==> config.mk <==
export PLATFORM = sky130hd
export DESIGN_NAME = branch_predictor
export DESIGN_NICKNAME = d
export VERILOG_FILES = /design/src/fetch_pkg.sv /design/src/branch_predictor.sv
export VERILOG_INCLUDE_DIRS = /design/src
export SDC_FILE = /design/constraint.sdc
export NUM_CORES = 1
export LEC_CHECK = 0
export BUFFER_PORTS_ARGS = -buffer_cell sky130_fd_sc_hd__buf_2
export CAP_MARGIN = 30
export CORE_ASPECT_RATIO = 2
export CORE_MARGIN = 3
export CORE_UTILIZATION = 64
export CTS_BUF_LIST = sky130_fd_sc_hd__clkbuf_4 sky130_fd_sc_hd__clkbuf_8
export CTS_CLUSTER_DIAMETER = 200
export DETAILED_ROUTE_END_ITERATION = 6
export PLACE_DENSITY = 0.9
export SYNTH_ARGS = -nofsm -noshare
export SYNTH_HDL_FRONTEND = slang
export SYNTH_SLANG_ARGS = --single-unit
==> constraint.sdc <==
create_clock -name clk_i -period 3.8 [get_ports clk_i]
set_input_delay 0.19 -clock clk_i [delete_from_list [all_inputs] [get_ports clk_i]]
set_output_delay 0.19 -clock clk_i [all_outputs]
set_load 0.1 [all_outputs]
==> src/fetch_params.svh <==
//**********************************************************************
// Fetch front end parameters: widths, predictor and store sizing,
// reset address and instruction store fault window
//**********************************************************************
`ifndef FETCH_PARAMS_SVH
`define FETCH_PARAMS_SVH

// PC and address widths
`define FETCH_XLEN          64
`define FETCH_VADDR_BITS    39
`define FETCH_REQ_ADDR_BITS 40

// Branch predictor table entries
`define FETCH_BP_ENTRIES    16

// Instruction store depth and content pattern
`define FETCH_MEM_WORDS     256
`define FETCH_MEM_PATTERN   32'h1300_0013

// Page fault window, base inclusive and limit exclusive
`define FETCH_PF_BASE       40'h0000_2000
`define FETCH_PF_LIMIT      40'h0000_3000

// Address the PC takes during reset
`define FETCH_RESET_ADDR    40'h0000_0100

`endif

==> src/fetch_pkg.sv <==
//**********************************************************************
// Fetch package: address types, select and cause encodings, and the
// structs passed between the fetch stage, predictor and store
//**********************************************************************
`include "fetch_params.svh"

package fetch_pkg;

    typedef logic [`FETCH_XLEN-1:0]          addr_pc_t;
    typedef logic [`FETCH_REQ_ADDR_BITS-1:0] addr_t;
    typedef logic [31:0]                     inst_t;

    // Next PC source chosen by the control unit
    typedef enum logic [1:0] {
        KEEP_PC,
        BP_OR_PC_4,
        JUMP,
        DEBUG
    } next_pc_sel_t;

    // RISC-V mcause encodings for fetch exceptions
    typedef enum logic [3:0] {
        INSTR_ADDR_MISALIGNED = 4'd0,
        INSTR_ACCESS_FAULT    = 4'd1,
        INSTR_PAGE_FAULT      = 4'd12
    } xcpt_cause_t;

    typedef enum logic {
        PRED_NOT_TAKEN,
        PRED_TAKEN
    } pred_decision_t;

    typedef struct packed {
        next_pc_sel_t next_pc;
    } cu_if_t;

    // Fetch request towards the instruction store
    typedef struct packed {
        logic  valid;
        addr_t vaddr;
        logic  invalidate_icache;
        logic  invalidate_buffer;
    } req_fetch_mem_t;

    typedef struct packed {
        logic  valid;
        inst_t data;
        logic  instr_page_fault;
    } resp_mem_fetch_t;

    // Resolved branch coming back from execute
    typedef struct packed {
        logic     is_branch;
        logic     taken;
        addr_pc_t pc_execution;
        addr_pc_t branch_addr_result;
    } exe_bpred_update_t;

    typedef struct packed {
        logic           is_branch;
        pred_decision_t decision;
        addr_pc_t       pred_addr;
    } bpred_t;

    typedef struct packed {
        logic        valid;
        xcpt_cause_t cause;
        addr_pc_t    origin;
    } xcpt_t;

    // One packet per cycle to decode
    typedef struct packed {
        logic     valid;
        addr_pc_t pc_inst;
        inst_t    inst;
        xcpt_t    ex;
        bpred_t   bpred;
    } fetch_pkt_t;

endpackage

==> src/branch_predictor.sv <==
//**********************************************************************
// Branch predictor with 2-bit counters and a tagged target buffer
//**********************************************************************
`timescale 1ns/1ps
`include "fetch_params.svh"

module branch_predictor (
    input  logic                          clk_i,
    input  logic                          rstn_i,
    input  fetch_pkg::addr_pc_t           pc_fetch_i,
    input  fetch_pkg::exe_bpred_update_t  update_i,
    output logic                          is_branch_o,
    output logic                          taken_o,
    output fetch_pkg::addr_pc_t           pred_addr_o
);
    import fetch_pkg::*;

    localparam int IDX_BITS = $clog2(`FETCH_BP_ENTRIES);
    localparam int TAG_LSB  = IDX_BITS + 2;
    localparam int TAG_BITS = `FETCH_XLEN - TAG_LSB;

    logic [1:0]          counters [`FETCH_BP_ENTRIES];
    logic                valids   [`FETCH_BP_ENTRIES];
    logic [TAG_BITS-1:0] tags     [`FETCH_BP_ENTRIES];
    addr_pc_t            targets  [`FETCH_BP_ENTRIES];

    logic [IDX_BITS-1:0] rd_idx;
    logic [IDX_BITS-1:0] upd_idx;
    logic [TAG_BITS-1:0] rd_tag;

    // Word aligned index, upper bits form the tag
    assign rd_idx  = pc_fetch_i[TAG_LSB-1:2];
    assign rd_tag  = pc_fetch_i[`FETCH_XLEN-1:TAG_LSB];
    assign upd_idx = update_i.pc_execution[TAG_LSB-1:2];

    assign is_branch_o = valids[rd_idx] && (tags[rd_idx] == rd_tag);
    assign taken_o     = counters[rd_idx][1];
    assign pred_addr_o = targets[rd_idx];

    // Counters and valid bits
    always_ff @(posedge clk_i or negedge rstn_i) begin
        if (!rstn_i) begin
            for (int i = 0; i < `FETCH_BP_ENTRIES; i++) begin
                counters[i] <= 2'b01;
                valids[i]   <= 1'b0;
            end
        end else if (update_i.is_branch) begin
            valids[upd_idx] <= 1'b1;
            if (update_i.taken) begin
                if (counters[upd_idx] != 2'b11) begin
                    counters[upd_idx] <= counters[upd_idx] + 2'b01;
                end
            end else if (counters[upd_idx] != 2'b00) begin
                counters[upd_idx] <= counters[upd_idx] - 2'b01;
            end
        end
    end

    // Tag and target payload
    always_ff @(posedge clk_i) begin
        if (update_i.is_branch) begin
            tags[upd_idx]    <= update_i.pc_execution[`FETCH_XLEN-1:TAG_LSB];
            targets[upd_idx] <= update_i.branch_addr_result;
        end
    end

    // Trained counter stays known and saturates instead of wrapping
    a_counter_range: assert property (
        @(posedge clk_i) disable iff (!rstn_i)
        update_i.is_branch |=> !$isunknown(counters[$past(upd_idx)])
                               && !(($past(counters[upd_idx]) == 2'b11)
                                    && (counters[$past(upd_idx)] == 2'b00))
                               && !(($past(counters[upd_idx]) == 2'b00)
                                    && (counters[$past(upd_idx)] == 2'b11))
    );

endmodule

==> metrics <==
Syn Area/Cell=22.76 um^2; vias in the first global route=43,216; Unique masters post-synth=72; Leak Pwr=0.02922 uW; CTS root buffer=clkbuf_8; Slew HR=26.96%; Core Region=0.1203 mm^2; first-pass iteration count of the detailed router=6; IR drop worst, VDD=0.0004672 V; initial core utilization=64.56%; final setup fails=1; ys flop type=edfxtp_1; CP startpoint=tags[7][56]$_DFFE_PP_; Max clock buf depth=4; Synth Instances=3,411; Yosys top cell area share=75.49%; gr usage total=35.36%; Clock Latency Late Sink=0.93 ns; most frequent cell after synthesis=edfxtp_1; CP Capture Type=primary output; kind of critical path=reg2out; number of synthesized flops with an enable pin=1,952; failing checks=negative setup slack; CTS buffer count=276; first-pass GRT wire length=308.0 mm; Final nets=4,325; outcome=complete, but fails checks; clk_skew=0.01364 ns; clock sink count=2,000; Final ANT Viol Nets=0; Synthesized Nets=3,609; DR vias=41,029; total global routing overflow=0; DP HPWL=126.2 mm; die area=0.1258 mm^2; routed len/inst=36.75 um; pre-CTS setup slack=0.07414 ns; top cells by area in the synthesized netlist=edfxtp_1 (75%), mux4_2 (15%), mux2i_1 (1.6%); worst-case reg-to-reg path depth=9; Post-Route WL=215.5 mm; maximum clock frequency=0.2262 GHz; Final Cycle Share=116.3%; DR iter-0 viols=5,438; worst r2r src=counters[17]$_DFFE_PN0P_; routability cong.=1.030; Min-Delay Path Depth=5; die width=252.3 um; R2R Setup Slk=0.10 ns; setup TNS=-0.6202 ns; YS warnings=0; worst hold path type=in2reg; Die Span Y=498.6 um; Worst Path Max Fanout=2; layout cells sized above 1=35.34%; Port Buf Inserts=257; final count of pins violating max slew=0; Worst Hold Launch=update_i[129]; area leader, netlist=edfxtp_1; post-layout worst setup margin=-0.6202 ns; Hold Slack=0.06585 ns; Via density=6.997; post-synthesis sequential area ratio=77.07%; std cell rows=180; Required @ worst endpoint=3.61 ns; most instantiated cells after synthesis=edfxtp_1 (1,952), mux4_2 (516), mux2i_1 (126); Max Cap Viol=0; initial antenna violation count=19; DRC=0; final hold vios=0; P&R area growth vs syn=14.82%; clock transition at the registers of the reported paths=0.07 ns; register bit total from synthesis=2,000; cell area after synthesis=0.07764 mm^2; Power Density=512.3 mW/mm^2; Slew @ Worst Pin=1.084 ns; Synth async-reset ratio=2.400%; CP Data Arrival Time=4.23 ns; CTS tree=built; Period minus WS final=4.420 ns; H-tree depth=5; pin count of the biggest net entering global routing=97; Startpoint Class=flop; final-layout fill cell count=6,132; unrepaired setup endpoints after global routing=true; I/O pins=262
[timing repair]
| item | in CTS | in global routing |
|---|---|---|
| hold buffers | 133 | 0 |
| gates resized for setup | 15 | 8 |
| pin swaps | 8 | 3 |
| hold endpoints to repair | 2034 | 0 |
| gates cloned | 0 | 0 |
| buffers inserted | 0 | 1 |
| setup endpoints to repair | 1 | 2 |
[sequential cells by signal (all words and copies together), names as in the netlist, named ones only]
| name | flops |
|---|---|
| counters | 16 |
| tags | 928 |
| targets | 1024 |
| valids | 16 |
[layout by cell type (no fill, tap or decap), drive strengths merged, types with 5 or more instances in the layout]
| master | count |
|---|---|
| buf | 472 |
| o32ai | 6 |
| and3 | 5 |
| o2111ai | 6 |
| o21ai | 60 |
| a31oi | 10 |
| a22o | 6 |
| a2111oi | 8 |
| clkinv | 82 |
| nand4 | 6 |
| dfstp | 16 |
| dfrtp | 32 |
| a221oi | 12 |
| xor2 | 35 |
| clkbuf | 353 |
| a21oi | 27 |
| mux4 | 519 |
| bufinv | 12 |
| diode | 13 |
| clkinvlp | 5 |
| nand2 | 69 |
| mux2i | 126 |
| xnor2 | 29 |
| nand2b | 9 |
| edfxtp | 1952 |
| o211ai | 5 |
| o221ai | 11 |
| nor3 | 13 |
| inv | 31 |
| nor2 | 57 |
| nor4 | 7 |
| a2bb2oi | 6 |
| o22ai | 21 |
| mux2 | 50 |
| a22oi | 22 |
| dlygate4sd3 | 133 |
| nand3 | 14 |
| or2 | 20 |
| nor2b | 9 |
[per-layer routing]
layer / track usage, % / up-vias / part of all wire, %
li1: - / 15951 / -
met1: 40.61 / 20790 / 30
met2: 57.99 / 3400 / 51
met3: 9.883 / 876 / 11
met4: 24.21 / 12 / 8.2
met5: 0 / - / 0.038
[kinds of logic after synthesis]
family / Yosys count / share of synthesized area (%)
xor gates and xnor gates: 64 / 0.7219
DFF: 2000 / 77.07
adders and majority gates: 2 / 0.03222
AOI/OAI and AO/OA: 236 / 2.155
buffers and inverters: 195 / 1.265
muxes: 695 / 17.42
and+or+nand+nor: 219 / 1.341
[critical path, stage by stage (launching register included)]
cell	delay, ns
edfxtp_1	0.43
mux4_2	0.56
mux2i_2	0.61
o32ai_1	0.15
a221oi_1	0.23
o2111ai_1	0.17
nor4_1	0.20
buf_4	0.17
o221ai_4	0.12
nor4_4	0.27
buf_4	0.17
buf_12	0.16
[final cells by class]
type	count	area [um^2]	share of cell area (%)
Sequential cell	2000	59840	67.12
Tap cell	1547	1936	2.171
Clock inverter	103	790.8	0.8870
Antenna cell	13	32.53	0.03649
Clock buffer	352	4425	4.964
Inverter	27	106.4	0.1193
Timing Repair Buffer	606	4955	5.558
Multi-Input combinational cell	1216	17070	19.15
[through the flow]
step / utilization, % / power (uW) / cell area (um^2) / std cells
2_1_floorplan: - / 28100 / 77710 / 3411
3_3_place_gp: 68.49 / 29430 / 82370 / 5255
3_5_place_dp: 68.51 / 29660 / 82390 / 5257
4_1_cts: 74.03 / 45660 / 89040 / 5845
5_1_grt: 74.11 / 46950 / 89130 / 5854
6_report: 74.13 / 45670 / 89150 / 5864
[where the power goes]
group          switching, uW  internal, uW
clock network           7740          8430
registers                260         24900
logic                   2780          1570
[how the worst max path moves through the flow]
stage                            endpoint  slack (ns)  cells past startpoint
finish                        is_branch_o       -0.62                     11
global route                  is_branch_o       -0.75                     11
CTS                           is_branch_o       -0.40                     10
detailed placement            is_branch_o        0.07                     12
global placement              is_branch_o        0.12                     14
floorplan           tags[11][0]$_DFFE_PP_       -1.01                      4
Note: power is estimated with default switching activity, not from simulation.
